--- config.mk ---
export PLATFORM = sky130hd
export DESIGN_NAME = ex_stage_top
export DESIGN_NICKNAME = d
export VERILOG_FILES = /design/src/mips_pkg.sv /design/src/ex_stage_top.sv /design/src/next_pc_select.sv /design/src/alu.sv /design/src/operand_select.sv /design/src/forward_unit.sv /design/src/hazard_unit.sv /design/src/pipe_reg.sv
export SDC_FILE = /design/constraint.sdc
export NUM_CORES = 1
export LEC_CHECK = 0
export BUFFER_PORTS_ARGS = -buffer_cell sky130_fd_sc_hd__buf_4
export CAP_MARGIN = 20
export CORE_MARGIN = 2
export CORE_UTILIZATION = 55
export CTS_CLUSTER_SIZE = 16
export DETAILED_ROUTE_END_ITERATION = 8
export PLACE_DENSITY_LB_ADDON = 0.25
export SYNTH_ARGS = -nofsm -noshare
export SYNTH_HDL_FRONTEND = slang
export SYNTH_SLANG_ARGS = --single-unit
--- constraint.sdc ---
create_clock -name clk -period 7.95 [get_ports clk]
set_input_delay 0.795 -clock clk [delete_from_list [all_inputs] [get_ports clk]]
set_output_delay 0.795 -clock clk [all_outputs]
set_load 0.05 [all_outputs]
--- src/mips_pkg.sv ---
// MIPS execute-stage shared definitions
// control word, pipeline bundles, forwarding and redirect types
`default_nettype none

package mips_pkg;

	// datapath widths
	localparam int data_w = 32;
	localparam int reg_addr_w = 5;
	// $ra, written by jal
	localparam logic [reg_addr_w-1:0] ra_reg = 5'd31;

	typedef enum logic [2:0] {
		alu_add = 3'd0,
		alu_sub = 3'd1,
		alu_and = 3'd2,
		alu_or  = 3'd3,
		alu_xor = 3'd4,
		alu_nor = 3'd5,
		alu_slt = 3'd6
	} alu_op_e;

	// rt for immediate types, rd for r-type, ra for jal
	typedef enum logic [1:0] {
		reg_dst_rt = 2'd0,
		reg_dst_rd = 2'd1,
		reg_dst_ra = 2'd2
	} reg_dst_e;

	// operand source chosen by the forwarding unit
	typedef enum logic [1:0] {
		fwd_reg    = 2'd0,
		fwd_ex_mem = 2'd1,
		fwd_mem_wb = 2'd2
	} fwd_sel_e;

	typedef enum logic [1:0] {
		br_none = 2'd0,
		br_beq  = 2'd1,
		br_bne  = 2'd2
	} branch_e;

	typedef struct packed {
		logic     reg_write;
		logic     mem_read;
		logic     mem_write;
		logic     mem_to_reg;
		logic     alu_src;
		reg_dst_e reg_dst;
		alu_op_e  alu_op;
		branch_e  branch;
		logic     jump;
		logic     jal;
		logic     jr;
	} ctrl_t;

	// decoded instruction as it sits in ID/EX
	typedef struct packed {
		logic                  valid;
		ctrl_t                 ctrl;
		logic [data_w-1:0]     pc_plus_4;
		logic [reg_addr_w-1:0] rs;
		logic [reg_addr_w-1:0] rt;
		logic [reg_addr_w-1:0] rd;
		logic [data_w-1:0]     rs_data;
		logic [data_w-1:0]     rt_data;
		// already sign-extended
		logic [data_w-1:0]     imm;
		logic [25:0]           jump_index;
	} id_ex_t;

	typedef struct packed {
		logic                  valid;
		logic                  reg_write;
		logic                  mem_read;
		logic                  mem_write;
		logic                  mem_to_reg;
		logic [reg_addr_w-1:0] dest;
		logic [data_w-1:0]     result;
		logic [data_w-1:0]     store_data;
	} ex_mem_t;

	// writeback value seen by the forwarding unit
	typedef struct packed {
		logic                  reg_write;
		logic [reg_addr_w-1:0] dest;
		logic [data_w-1:0]     data;
	} wb_fwd_t;

	typedef struct packed {
		logic              taken;
		logic [data_w-1:0] target;
	} redirect_t;

endpackage

`default_nettype wire
--- src/ex_stage_top.sv ---
// execute-stage subsystem of the 5-stage MIPS pipeline
// ID/EX and EX/MEM registers around forwarding, hazard, ALU and next-PC logic
`timescale 1ns/1ps
`default_nettype none

module ex_stage_top import mips_pkg::*; (
	input  wire logic    clk,
	input  wire logic    arst_n,
	input  wire id_ex_t  id_in,
	input  wire wb_fwd_t wb_fwd,
	output logic         stall,
	output redirect_t    redirect,
	output ex_mem_t      ex_mem_out
);

	id_ex_t                ex_in;
	ex_mem_t               ex_next;
	logic                  insert_bubble;
	fwd_sel_e              fwd_a;
	fwd_sel_e              fwd_b;
	logic [data_w-1:0]     op_a;
	logic [data_w-1:0]     op_b;
	logic [data_w-1:0]     store_data;
	logic [reg_addr_w-1:0] dest;
	logic [data_w-1:0]     alu_result;
	logic                  alu_zero;

	// ID/EX, bubbled on load-use stall or redirect
	pipe_reg #(.payload_t(id_ex_t)) u_id_ex (
		.clk    (clk),
		.arst_n (arst_n),
		.hold   (1'b0),
		.bubble (insert_bubble),
		.d      (id_in),
		.q      (ex_in)
	);

	hazard_unit u_hazard (
		.id_in          (id_in),
		.ex_in          (ex_in),
		.redirect_taken (redirect.taken),
		.stall          (stall),
		.insert_bubble  (insert_bubble)
	);

	// EX/MEM output doubles as the newer forwarding source
	forward_unit u_forward (
		.rs_addr (ex_in.rs),
		.rt_addr (ex_in.rt),
		.ex_mem  (ex_mem_out),
		.wb_fwd  (wb_fwd),
		.fwd_a   (fwd_a),
		.fwd_b   (fwd_b)
	);

	operand_select u_operand (
		.ex_in         (ex_in),
		.fwd_a         (fwd_a),
		.fwd_b         (fwd_b),
		.ex_mem_result (ex_mem_out.result),
		.wb_data       (wb_fwd.data),
		.op_a          (op_a),
		.op_b          (op_b),
		.store_data    (store_data),
		.dest          (dest)
	);

	alu u_alu (
		.op_a      (op_a),
		.op_b      (op_b),
		.alu_op    (ex_in.ctrl.alu_op),
		.jal       (ex_in.ctrl.jal),
		.pc_plus_4 (ex_in.pc_plus_4),
		.result    (alu_result),
		.zero      (alu_zero)
	);

	// jr target is the forwarded rs, i.e. op_a
	next_pc_select u_next_pc (
		.ex_in    (ex_in),
		.rs_value (op_a),
		.zero     (alu_zero),
		.redirect (redirect)
	);

	// bubbles reach EX/MEM as cleared valid and enables
	assign ex_next = '{
		valid:      ex_in.valid,
		reg_write:  ex_in.ctrl.reg_write,
		mem_read:   ex_in.ctrl.mem_read,
		mem_write:  ex_in.ctrl.mem_write,
		mem_to_reg: ex_in.ctrl.mem_to_reg,
		dest:       dest,
		result:     alu_result,
		store_data: store_data
	};

	pipe_reg #(.payload_t(ex_mem_t)) u_ex_mem (
		.clk    (clk),
		.arst_n (arst_n),
		.hold   (1'b0),
		.bubble (1'b0),
		.d      (ex_next),
		.q      (ex_mem_out)
	);

endmodule

`default_nettype wire

--- src/next_pc_select.sv ---
// next-PC resolution in EX
// branch compare, jump target, jr, and the redirect to fetch
`timescale 1ns/1ps
`default_nettype none

module next_pc_select import mips_pkg::*; (
	input  wire id_ex_t            ex_in,
	input  wire logic [data_w-1:0] rs_value,
	input  wire logic              zero,
	output redirect_t              redirect
);

	logic [data_w-1:0] branch_target;
	logic [data_w-1:0] jump_target;
	logic              branch_taken;
	logic              is_jump;

	// word offset from the delay-free pc+4
	assign branch_target = ex_in.pc_plus_4 + {ex_in.imm[data_w-3:0], 2'b00};

	// pseudo-direct target from the top nibble of pc+4 and the word index
	assign jump_target = {ex_in.pc_plus_4[data_w-1:data_w-4], ex_in.jump_index, 2'b00};

	always_comb begin
		case (ex_in.ctrl.branch)
			br_beq:  branch_taken = zero;
			br_bne:  branch_taken = !zero;
			default: branch_taken = 1'b0;
		endcase
	end

	// jal redirects exactly like j
	assign is_jump = ex_in.ctrl.jump || ex_in.ctrl.jal;

	// jr first, then jump, then taken branch
	// no selection falls through to pc+4
	always_comb begin
		if (ex_in.ctrl.jr) begin
			redirect.target = rs_value;
		end else if (is_jump) begin
			redirect.target = jump_target;
		end else if (branch_taken) begin
			redirect.target = branch_target;
		end else begin
			redirect.target = ex_in.pc_plus_4;
		end
	end

	// a bubble never redirects
	assign redirect.taken = ex_in.valid && (ex_in.ctrl.jr || is_jump || branch_taken);

endmodule

`default_nettype wire

--- src/alu.sv ---
// 32-bit ALU for the execute stage
// jal passes pc+4 through as its result so the link value can forward
`timescale 1ns/1ps
`default_nettype none

module alu import mips_pkg::*; (
	input  wire logic [data_w-1:0] op_a,
	input  wire logic [data_w-1:0] op_b,
	input  wire alu_op_e           alu_op,
	input  wire logic              jal,
	input  wire logic [data_w-1:0] pc_plus_4,
	output logic [data_w-1:0]      result,
	output logic                   zero
);

	logic [data_w-1:0] alu_out;
	logic              less;

	// slt compares as signed words
	assign less = $signed(op_a) < $signed(op_b);

	always_comb begin
		case (alu_op)
			alu_add: alu_out = op_a + op_b;
			alu_sub: alu_out = op_a - op_b;
			alu_and: alu_out = op_a & op_b;
			alu_or:  alu_out = op_a | op_b;
			alu_xor: alu_out = op_a ^ op_b;
			alu_nor: alu_out = ~(op_a | op_b);
			alu_slt: alu_out = {{(data_w-1){1'b0}}, less};
			default: alu_out = '0;
		endcase
	end

	// link value takes over the result for jal
	// writeback then treats it like any ALU result
	assign result = jal ? pc_plus_4 : alu_out;

	// equality of the two operands
	// independent of alu_op so beq/bne need no particular encoding
	assign zero = (op_a == op_b);

endmodule

`default_nettype wire

--- src/operand_select.sv ---
// EX operand selection
// forwarding muxes, ALUSrc immediate choice and RegDst destination
`timescale 1ns/1ps
`default_nettype none

module operand_select import mips_pkg::*; (
	input  wire id_ex_t                ex_in,
	input  wire fwd_sel_e              fwd_a,
	input  wire fwd_sel_e              fwd_b,
	input  wire logic [data_w-1:0]     ex_mem_result,
	input  wire logic [data_w-1:0]     wb_data,
	output logic [data_w-1:0]          op_a,
	output logic [data_w-1:0]          op_b,
	output logic [data_w-1:0]          store_data,
	output logic [reg_addr_w-1:0]      dest
);

	logic [data_w-1:0] rt_value;

	// forward A picks the rs value
	always_comb begin
		case (fwd_a)
			fwd_ex_mem: op_a = ex_mem_result;
			fwd_mem_wb: op_a = wb_data;
			default:    op_a = ex_in.rs_data;
		endcase
	end

	// forward B picks the rt value
	always_comb begin
		case (fwd_b)
			fwd_ex_mem: rt_value = ex_mem_result;
			fwd_mem_wb: rt_value = wb_data;
			default:    rt_value = ex_in.rt_data;
		endcase
	end

	// immediate replaces rt for I-type ops
	assign op_b = ex_in.ctrl.alu_src ? ex_in.imm : rt_value;

	// a store writes the forwarded rt, never the immediate
	assign store_data = rt_value;

	always_comb begin
		case (ex_in.ctrl.reg_dst)
			reg_dst_rd: dest = ex_in.rd;
			// jal links into $ra
			reg_dst_ra: dest = ra_reg;
			default:    dest = ex_in.rt;
		endcase
	end

endmodule

`default_nettype wire

--- src/forward_unit.sv ---
// forwarding unit
// picks the source of each EX operand from EX/MEM, MEM/WB or the register file
`timescale 1ns/1ps
`default_nettype none

module forward_unit import mips_pkg::*; (
	input  wire logic [reg_addr_w-1:0] rs_addr,
	input  wire logic [reg_addr_w-1:0] rt_addr,
	input  wire ex_mem_t               ex_mem,
	input  wire wb_fwd_t               wb_fwd,
	output fwd_sel_e                   fwd_a,
	output fwd_sel_e                   fwd_b
);

	logic ex_ok;
	logic wb_ok;

	// a load in EX/MEM has no data yet
	// the hazard unit stalls that case instead
	assign ex_ok = ex_mem.reg_write && !ex_mem.mem_read && (ex_mem.dest != '0);

	// nonzero dest keeps $zero from ever being forwarded
	assign wb_ok = wb_fwd.reg_write && (wb_fwd.dest != '0);

	// the newer value in EX/MEM wins over MEM/WB
	always_comb begin
		fwd_a = fwd_reg;
		if (ex_ok && (ex_mem.dest == rs_addr)) begin
			fwd_a = fwd_ex_mem;
		end else if (wb_ok && (wb_fwd.dest == rs_addr)) begin
			fwd_a = fwd_mem_wb;
		end
	end

	always_comb begin
		fwd_b = fwd_reg;
		if (ex_ok && (ex_mem.dest == rt_addr)) begin
			fwd_b = fwd_ex_mem;
		end else if (wb_ok && (wb_fwd.dest == rt_addr)) begin
			fwd_b = fwd_mem_wb;
		end
	end

endmodule

`default_nettype wire

--- src/hazard_unit.sv ---
// load-use hazard detection
// decides stall and bubble insertion for the ID/EX register
`timescale 1ns/1ps
`default_nettype none

module hazard_unit import mips_pkg::*; (
	input  wire id_ex_t id_in,
	input  wire id_ex_t ex_in,
	input  wire logic   redirect_taken,
	output logic        stall,
	output logic        insert_bubble
);

	logic load_use;

	// a load writes rt
	// the value is not ready until after MEM, so a reader right behind it must wait
	assign load_use = ex_in.valid
		&& ex_in.ctrl.mem_read
		&& (ex_in.rt != '0)
		&& ((ex_in.rt == id_in.rs) || (ex_in.rt == id_in.rt));

	// on a redirect id_in is wrong-path
	// drop it instead of holding it
	assign stall = load_use && !redirect_taken;

	// either case puts a bubble into EX next cycle
	assign insert_bubble = load_use || redirect_taken;

endmodule

`default_nettype wire

--- src/pipe_reg.sv ---
// pipeline register for any packed payload
// holds on request, loads an all-zero bubble when asked
`timescale 1ns/1ps
`default_nettype none

module pipe_reg #(
	parameter type payload_t = logic [31:0]
) (
	input  wire logic     clk,
	input  wire logic     arst_n,
	input  wire logic     hold,
	input  wire logic     bubble,
	input  wire payload_t d,
	output payload_t      q
);

	// bubble outranks hold
	// an all-zero payload has valid and every enable low
	always_ff @(posedge clk or negedge arst_n) begin
		if (!arst_n) begin
			q <= '0;
		end else if (bubble) begin
			q <= '0;
		end else if (!hold) begin
			q <= d;
		end
	end

endmodule

`default_nettype wire

=== Word level (Yosys, flattened, before mapping) ===
Index checks and enable logic that the tools add are counted.
Widths: inputs -> output; s select.

* Input bits: 225
* Register bits: 259
* Output and inout port bits: 108
* Logic and storage cells: 96

* Bitwise operators: 4
* Add/subtract/negate cells: 3
* Equal/unequal tests: 21
* Multiplexer cells: 15
* Reductions and logical operators: 24
* Magnitude comparators: 1

{| class="wikitable"
|+ Operators by type and width
! operator !! count
|-
| $pmux 32 s7 || 1
|-
| $mux 185 || 1
|-
| $mux 32 || 5
|-
| $pmux 32 s2 || 2
|-
| $add 32x32->32 || 2
|-
| $and 32x32->32 || 1
|-
| $eq 32x32->1 || 1
|-
| $lt 32x32->1 || 1
|-
| $not 32->32 || 1
|-
| $or 32x32->32 || 1
|-
| $sub 32x32->32 || 1
|-
| $xor 32x32->32 || 1
|-
| $eq 5x5->1 || 6
|-
| $reduce_bool 5->1 || 3
|-
| $logic_and 1x1->1 || 12
|-
| $pmux 5 s2 || 1
|-
| $eq 3x3->1 const B || 3
|-
| $eq 2x1->1 const B || 4
|-
| $eq 2x2->1 const B || 4
|-
| $mux 2 || 4
|-
| $eq 3x2->1 const B || 2
|-
| $logic_or 1x1->1 || 5
|-
| $eq 3x1->1 const B || 1
|-
| $logic_not 1->1 || 3
|-
| other kinds (2) || 2
|}

=== Depth between registers and ports, before layout ===
Gate-level depths: netlist (run 1).

* Depth after elaboration: 15
* Depth in mapped cells: 20
* Mapped depth without buffers: 17

=== Modules after synthesis ===
From an unflattened synthesis (run 1), not the netlist that was laid out.

* Cells, all modules: 2561
* Area total of the unflattened synthesis: 21805.9 um^2

{| class="wikitable"
|+ By module, submodules not included
! module !! instances !! sequential area each (um^2) !! cells each !! area an instance (um^2)
|-
| pipe_reg (u_id_ex) || 1 || 4629.4 || 597 || 7559.8
|-
| alu || 1 || 0.0 || 951 || 6098.3
|-
| pipe_reg (u_ex_mem) || 1 || 1851.8 || 238 || 3040.4
|-
| next_pc_select || 1 || 0.0 || 403 || 2488.6
|-
| operand_select || 1 || 0.0 || 317 || 2205.9
|-
| forward_unit || 1 || 0.0 || 35 || 264.0
|-
| hazard_unit || 1 || 0.0 || 19 || 145.1
|-
| ex_stage_top || 1 || 0.0 || 1 || 3.8
|}

=== Least setup slack after synthesis (run 1) ===
No wires, ideal clock.

* Kind: input to output
* Start point: input wb_fwd[32] (netlist bit)
* End point: output redirect[10] (netlist bit)
* Arrival: 5714 ps
* Slack: 1441 ps
* Buffers on the path: 3
* Required time: 7155 ps
* Stages on the path: 17
* Cells stage by stage: or4_1 -> o21ai_1 -> nor4_2 -> buf_2 -> mux2i_1 -> o21ai_0 -> mux2_2 -> ha_1 -> nor4_2 -> nand3_1 -> nor4_2 -> mux2i_1 -> buf_2 -> clkbuf_1 -> nand2_1 -> o211a_1 -> o31ai_1

{| class="wikitable"
|+ RTL lines
! element !! RTL line !! RTL
|-
| start, declared || ex_stage_top.sv:10 || <nowiki>input wire wb_fwd_t wb_fwd,</nowiki>
|-
| end, declared || ex_stage_top.sv:12 || <nowiki>output redirect_t redirect,</nowiki>
|}

==> metrics.md, run 1 <==
| Metric | Value |
|---|---|
| Sw power | `about 2.5 mW` |
| Clk_lat worst skew | `560 ps` |
| Total CTS buffers | `29` |
| Clk pwr share | `between 20% and 30%` |
| Average size of a mapped cell | `8.75 um2` |
| Total power | `roughly 5.7 mW` |
| Status | `complete, no violations` |
| Total GRT Usage | `between 30% and 40%` |
| Post-route clock period utilization | `approximately 94%` |
| Setup ws final | `464 ps` |
| Post-Syn Instances | `roughly 2100` |
| Hold Path Class | `primary input to async pin` |
| Minimum clock period | `around 7500 ps` |
| Synth warn | `0` |
| First-pass GRT wire length | `approximately 100000 um` |
| Vias | `approximately 17000` |
| Worst-path clk slew | `around 60 ps` |
| Iteration-0 DRC Markers | `around 2100` |
| CORE AREA | `0.0325 mm2` |
| Sequential fraction of design power | `approximately 30%` |
| Vias per cell | `slightly above 6` |
| Post-synth EDFFs | `0` |
| Post-CTS sizing | `0` |
| Max H-tree Level | `1` |
| Peak supply drop | `~220 uV` |
| Synthesis-to-finish area growth | `21.3%` |
| Cell Pwr Density | `approximately 260 mW/mm2` |
| Final Wtd Congestion | `1.01` |
| Register bit total from synthesis | `259` |
| Dpl hpwl | `52400 um` |
| Initial antenna violation count | `6` |
| Worst Setup End Kind | `output pin` |
| Setup TNS | `0 ps` |
| Most frequent cell after synthesis | `dfrtp_1` |
| First-pass DRT Iterations | `8` |
| # port buffers | `~330` |
| DRC | `0` |
| P_leak | `~10 nW` |
| DP Area | `around 0.021 mm2` |
| Grt ovf | `0` |
| Die extent in x | `~190 um` |
| Worst setup SP type | `flop` |
| Crit path DAT | `6690 ps` |
| Clock Path Buffers | `3` |
| Core Util, Final | `67.7%` |
| Die height | `186 um` |
| Slew Limit Fails | `0` |
| Switching portion of total power | `44.1%` |
| Cts hold-fix bufs | `0` |
| Synth area leader | `dfrtp_1` |
| CTS sink cnt | `~260` |
| Effective utilization at floorplan | `around 56%` |
| CTS tree | `built` |
| Final setup vio count | `0` |
| Layout Nets | `2709` |
| Clk_skew | `between 10 and 15 ps` |
| FF-to-FF path depth | `18` |
| Max-slew headroom | `between 20% and 30%` |
| Post-Place Setup Slack | `just over 600 ps` |
| Max Cap Viol | `0` |
| Asr flop ratio synth | `100%` |
| Crit path kind | `flop to output pin` |
| Top cell type's share of synthesized area | `between 30% and 40%` |
| Total Wirelength | `roughly 68000 um` |
| Wirelength per Cell | `between 20 and 25 um` |
| Tightest Pin Transition | `1140 ps` |
| Layout cell share with drive strength beyond 1 | `around 21%` |
| Post-route ant nets | `0` |
| RSZ-0062 raised after global routing | `no` |
| Synth top cells by count | `259 x dfrtp_1, 190 x and2_1, 186 x nand2_1` |
| Comb pwr share | `a little under half` |
| Num ports | `333` |
| Root buf cell | `clkbuf_16` |
| Number of setup buffers added after CTS | `0` |
| Final hold viol count | `0` |
| Fmax | `between 100 and 150 MHz` |
| Die area | `roughly 0.035 mm2` |
| P_int | `3.20 mW` |
| Synth Cell Area | `around 0.018 mm2` |
| Worst endpoint required time | `slightly above 7000 ps` |
| Top_reg_cell synth | `dfrtp_1` |
| Design area | `0.0220 mm2` |
| Synth top area cells | `dfrtp_1 36%, ha_1 8.7%, and2_1 6.5%` |
| Syn nets | `~2400` |
| Row count | `66` |
| Vias in the first global route | `16500` |
| Crit-path max FO | `32` |
| Distinct cell type count after synthesis | `just under 90` |
| Sequential-to-total area share from yosys stat | `roughly 36%` |
| Largest net degree at the start of global routing | `approximately 150` |
cell families (layout without fill, tap and decap cells):
kind of cell / after synthesis / after routing / synth area share [%]
flops: 259 / 259 / 35.7
buf+inv: 245 / 542 / 5.56
compound gates: 568 / 568 / 20.0
xor+xnor: 52 / 52 / 2.51
mux: 144 / 144 / 8.16
other cells: 0 / 2 / 0
simple gates: 680 / 680 / 19.0
fa+ha+maj: 130 / 130 / 9.07
critical path, stage by stage (launching register included):
cell and delay [ps]:
dfrtp_1 560, xnor2_1 160, nand3_1 140, nor4_4 260, buf_4 560, mux2i_1 250, o21ai_0 120, mux2_2 320
ha_1 470, nor3_1 540, nand3_1 180, nor4_2 640, mux2i_4 710, buf_12 260, nand2_1 70, o211ai_1 90
o21ai_0 90, o21ai_0 370, buf_4 280
cell type report:
cell class / count / area [um2]
antenna: 2 / 5.00
sequential: 259 / 6480
multi-input combinational: 1574 / 10700
clock inverter: 11 / 95.1
inverter: 118 / 443
fill: 2716 / 10500
clock buffer: 41 / 851
timing repair buffer: 372 / 2860
tap: 442 / 553
metrics by stage:
step | hold WS, ps | cells
2_1_floorplan | 331 | 2078
6_report | 259 | 2819
3_5_place_dp | 340 | 2765
5_1_grt | 351 | 2818
3_3_place_gp | 333 | 2765
4_1_cts | 352 | 2817
registers in the layout, indices dropped and copies added (netlist names):
| signal | count |
|---|---|
| u_ex_mem.q | 74 |
| u_id_ex.q | 185 |
cells in the final DEF, fill, tap and decap left out, drive strengths merged, types with 23 or more instances in the layout:
| cell | count |
|---|---|
| a21o | 26 |
| a21oi | 139 |
| a31oi | 24 |
| and2 | 190 |
| buf | 372 |
| clkbuf | 41 |
| dfrtp | 259 |
| ha | 127 |
| inv | 114 |
| mux2 | 34 |
| mux2i | 110 |
| nand2 | 186 |
| nand3 | 41 |
| nor2 | 132 |
| nor3 | 37 |
| o211ai | 23 |
| o21ai | 188 |
| xnor2 | 28 |
| xor2 | 24 |
final timing paths:
path,to,startpoint,slack (ps)
worst min register to register,u_ex_mem.q[69]$_DFF_PN0_,u_id_ex.q[180]$_DFF_PN0_,350
min in group clk,u_ex_mem.q[69]$_DFF_PN0_,u_id_ex.q[180]$_DFF_PN0_,350
max in group asynchronous,u_id_ex.q[174]$_DFF_PN0_,arst_n,6330
worst max-delay path,redirect[15],u_id_ex.q[128]$_DFF_PN0_,460
worst max register to register,u_id_ex.q[154]$_DFF_PN0_,u_id_ex.q[128]$_DFF_PN0_,1320
worst min-delay path,u_ex_mem.q[69]$_DFF_PN0_,arst_n,260
layer usage:
layer / global-route usage [%] / share of wire [%] / up-vias
li1: - / - / 7828
met1: 57.0 / 42 / 8322
met2: 57.0 / 42 / 1041
met3: 10.3 / 12 / 132
met4: 12.5 / 3.5 / 4
met5: 0 / 0.032 / -
power groups by stage:
stage          clock network (mW)  registers [mW]  logic, mW
2_1_floorplan                   0            1.92       1.50
3_3_place_gp                    0            1.71       2.57
3_5_place_dp                    0            1.71       2.59
4_1_cts                      1.35            1.69       2.61
5_1_grt                      1.41            1.71       2.84
6_report                     1.34            1.71       2.67
Note: power is estimated with default switching activity, not from simulation.
==> run 2, diff against run 1 <==
CTS_BUF_LIST = sky130_fd_sc_hd__clkbuf_2   (was not set)
==> metrics.md, run 2 (synthesis gave the netlist of run 1 again) <==
| Metric | Value |
|---|---|
| Max Cap Viol | `0 (unchanged)` |
| Final setup vio count | `0 (unchanged)` |
| Minimum clock period | `7740 ps (+252 ps)` |
| Core Util, Final | `68.3% (+0.53 points)` |
| Worst setup SP type | `flop` |
| Final hold viol count | `0 (unchanged)` |
| Comb pwr share | `49.8% (+3.2 points)` |
| DRC | `0 (unchanged)` |
| Post-CTS sizing | `0 (unchanged)` |
| Worst Setup End Kind | `output pin` |
| Post-route ant nets | `0 (unchanged)` |
| Sequential fraction of design power | `31.4% (+1.6 points)` |
| Slew Limit Fails | `0 (unchanged)` |
| Largest register FFs | `185 (unchanged)` |
| Cell Pwr Density | `244 mW/mm2 (-6.0%)` |
| Largest net degree at the start of global routing | `147 (unchanged)` |
| Row count | `66 (unchanged)` |
| Vias in the first global route | `17200 (+4.1%)` |
| Fillers | `2736 (+0.74%)` |
| Max H-tree Level | `3 (+2)` |
| Tightest Pin Transition | `1130 ps (-8.84 ps)` |
| First-pass DRT Iterations | `6 (-2)` |
| Largest Register | `u_id_ex.q` |
| Status | `complete, no violations` |
| Worst endpoint required time | `7150 ps (about the same)` |
| Clk pwr share | `18.8% (-4.7 points)` |
| Iteration-0 DRC Markers | `2252 (+7.3%)` |
| Layout cell share with drive strength beyond 1 | `22.8% (+2.1 points)` |
| Crit path DAT | `6940 ps (+250 ps)` |
| Peak supply drop | `168 uV (-25%)` |
| Setup TNS | `0 ps (unchanged)` |
| Total GRT Usage | `40.4% (+1.2 points)` |
| Clk_lat worst skew | `990 ps (+430 ps)` |
| Die extent in x | `186 um (unchanged)` |
| Top flop regs | `u_id_ex.q x185, u_ex_mem.q x74` |
| Effective utilization at floorplan | `55.9% (unchanged)` |
| CORE AREA | `0.0325 mm2 (unchanged)` |
| Synthesis-to-finish area growth | `22.2%` |
| Die height | `186 um (unchanged)` |
| Max-slew headroom | `24.2% (+0.59 points)` |
| P_leak | `10.4 nW (+2.3%)` |
| # port buffers | `332 (unchanged)` |
| Most frequent cells in the layout | `373 x buf_4, 258 x dfrtp_1, 190 x and2_1` |
| Initial antenna violation count | `6 (unchanged)` |
| Dpl hpwl | `52400 um (unchanged)` |
| P_int | `2.83 mW (-11%)` |
| Worst-path clk slew | `110 ps (+50 ps)` |
| Crit path kind | `flop to output pin` |
| Post-route clock period utilization | `97.3% (+3.2 points)` |
| Final Wtd Congestion | `1.01 (unchanged)` |
| Total Wirelength | `70200 um (+2.8%)` |
| Crit-path max FO | `32 (unchanged)` |
| CTS sink cnt | `259 (unchanged)` |
| Root buf cell | `clkbuf_2` |
| Layout Nets | `2800 (+3.4%)` |
| Switching portion of total power | `47.7% (+3.6 points)` |
| Clk_skew | `118 ps (+103 ps)` |
| Hold Path Class | `primary input to flop` |
| Grt ovf | `0 (unchanged)` |
| Vias per cell | `6.11 (-0.57%)` |
| Most common cell after layout, fill and taps aside | `buf_4` |
| Die area | `0.0345 mm2 (unchanged)` |
| Sw power | `2.58 mW (+2.5%)` |
| CTS tree | `built` |
| Fmax | `129 MHz (-3.3%)` |
| Num ports | `333 (unchanged)` |
| Clock Path Buffers | `3 (unchanged)` |
| First-pass GRT wire length | `103000 um (+2.2%)` |
| RSZ-0062 raised after global routing | `no` |
| Total CTS buffers | `73 (+150%)` |
| Wirelength per Cell | `23.8 um (-1.6%)` |
| Vias | `18000 (+3.8%)` |
run 2: cell types whose count changed in the layout (fill, tap and decap cells not counted), sizes merged:
| cell | previous run | this run |
|---|---|---|
| clkbuf | 41 | 109 |
| buf | 372 | 379 |
| inv | 114 | 115 |
| clkinv | 14 | 21 |
| clkinvlp | 0 | 1 |
| diode | 2 | 3 |
| dlygate4sd3 | 0 | 40 |
run 2: power by group through the flow:
stage	combinational, mW	sequential, mW	clock, mW
final	2.70	1.70	1.02
after detailed placement	2.59	1.71	0
after CTS	2.62	1.69	1.02
after global routing	2.86	1.71	1.10
after global placement	2.57	1.71	0
after floorplan	1.50	1.92	0
run 2: cell type report:
class                   count  area [um2]  share of cell area, %
diodes                      3        7.51                 0.0338
clock inverters            20         116                  0.524
repair buffers            419        3320                   14.9
inverters                 118         443                   1.99
flip-flops and latches    259        6480                   29.2
well taps                 442         553                   2.49
clock buffers             109         546                   2.46
multi-input cells        1574       10700                   48.4
run 2: worst max-delay path: stages, from the launching register on:
cell and delay [ps]:
dfrtp_1 590, xnor2_1 170, nand3_1 140, nor4_4 260
buf_4 560, mux2i_1 280, o21ai_0 130, mux2_2 310
ha_1 400, nor4_2 560, nand3_1 190, nor4_2 700
mux2i_4 360, buf_4 210, nand2b_1 290, a211oi_2 80
a31oi_1 210, nand4_1 150, o211ai_2 110, buf_4 220
run 2: final timing paths:
| path | start | to | slack, ps | cells past startpoint |
|---|---|---|---|---|
| max | u_id_ex.q[128]$_DFF_PN0_ | redirect[31] | 210 | 19 |
| min in group asynchronous | arst_n | u_ex_mem.q[69]$_DFF_PN0_ | 450 | 2 |
| max reg2reg | u_id_ex.q[128]$_DFF_PN0_ | u_id_ex.q[154]$_DFF_PN0_ | 1450 | 19 |
| min reg2reg | u_id_ex.q[183]$_DFF_PN0_ | u_ex_mem.q[72]$_DFF_PN0_ | 300 | 0 |
| max in group asynchronous | arst_n | u_id_ex.q[174]$_DFF_PN0_ | 6090 | 3 |
| min | id_in[67] | u_id_ex.q[67]$_DFF_PN0_ | 60 | 2 |
run 2: per-layer routing:
metal  vias up  wire length [um]  track usage, %
met5         -                13               0
met4         2              2830            16.9
met3       184              8480            11.8
met2      1156             29900            58.2
met1      8593             29000            56.6
li1       8058                 -               -
run 2: per-stage QoR:
step                      worst slack, ps  area [um2]  hold slack, ps  cells  power (mW)
after floorplan                      1440       18200             331   2078        3.41
after global placement                697       21100             333   2765        4.29
after detailed placement              605       21100             340   2765        4.30
after CTS                            32.9       22200            2.28   2934        5.33
after global routing                 19.7       22200            6.67   2944        5.67
final                                 213       22200            55.4   2944        5.42
run 2: timing repair:
| action | 4_1_cts | 5_1_grt |
|---|---|---|
| hold buffers | 40 | 0 |
| hold endpoints to repair | 152 | 0 |
| setup endpoints to repair | 0 | 20 |
| buffers inserted | 0 | 7 |
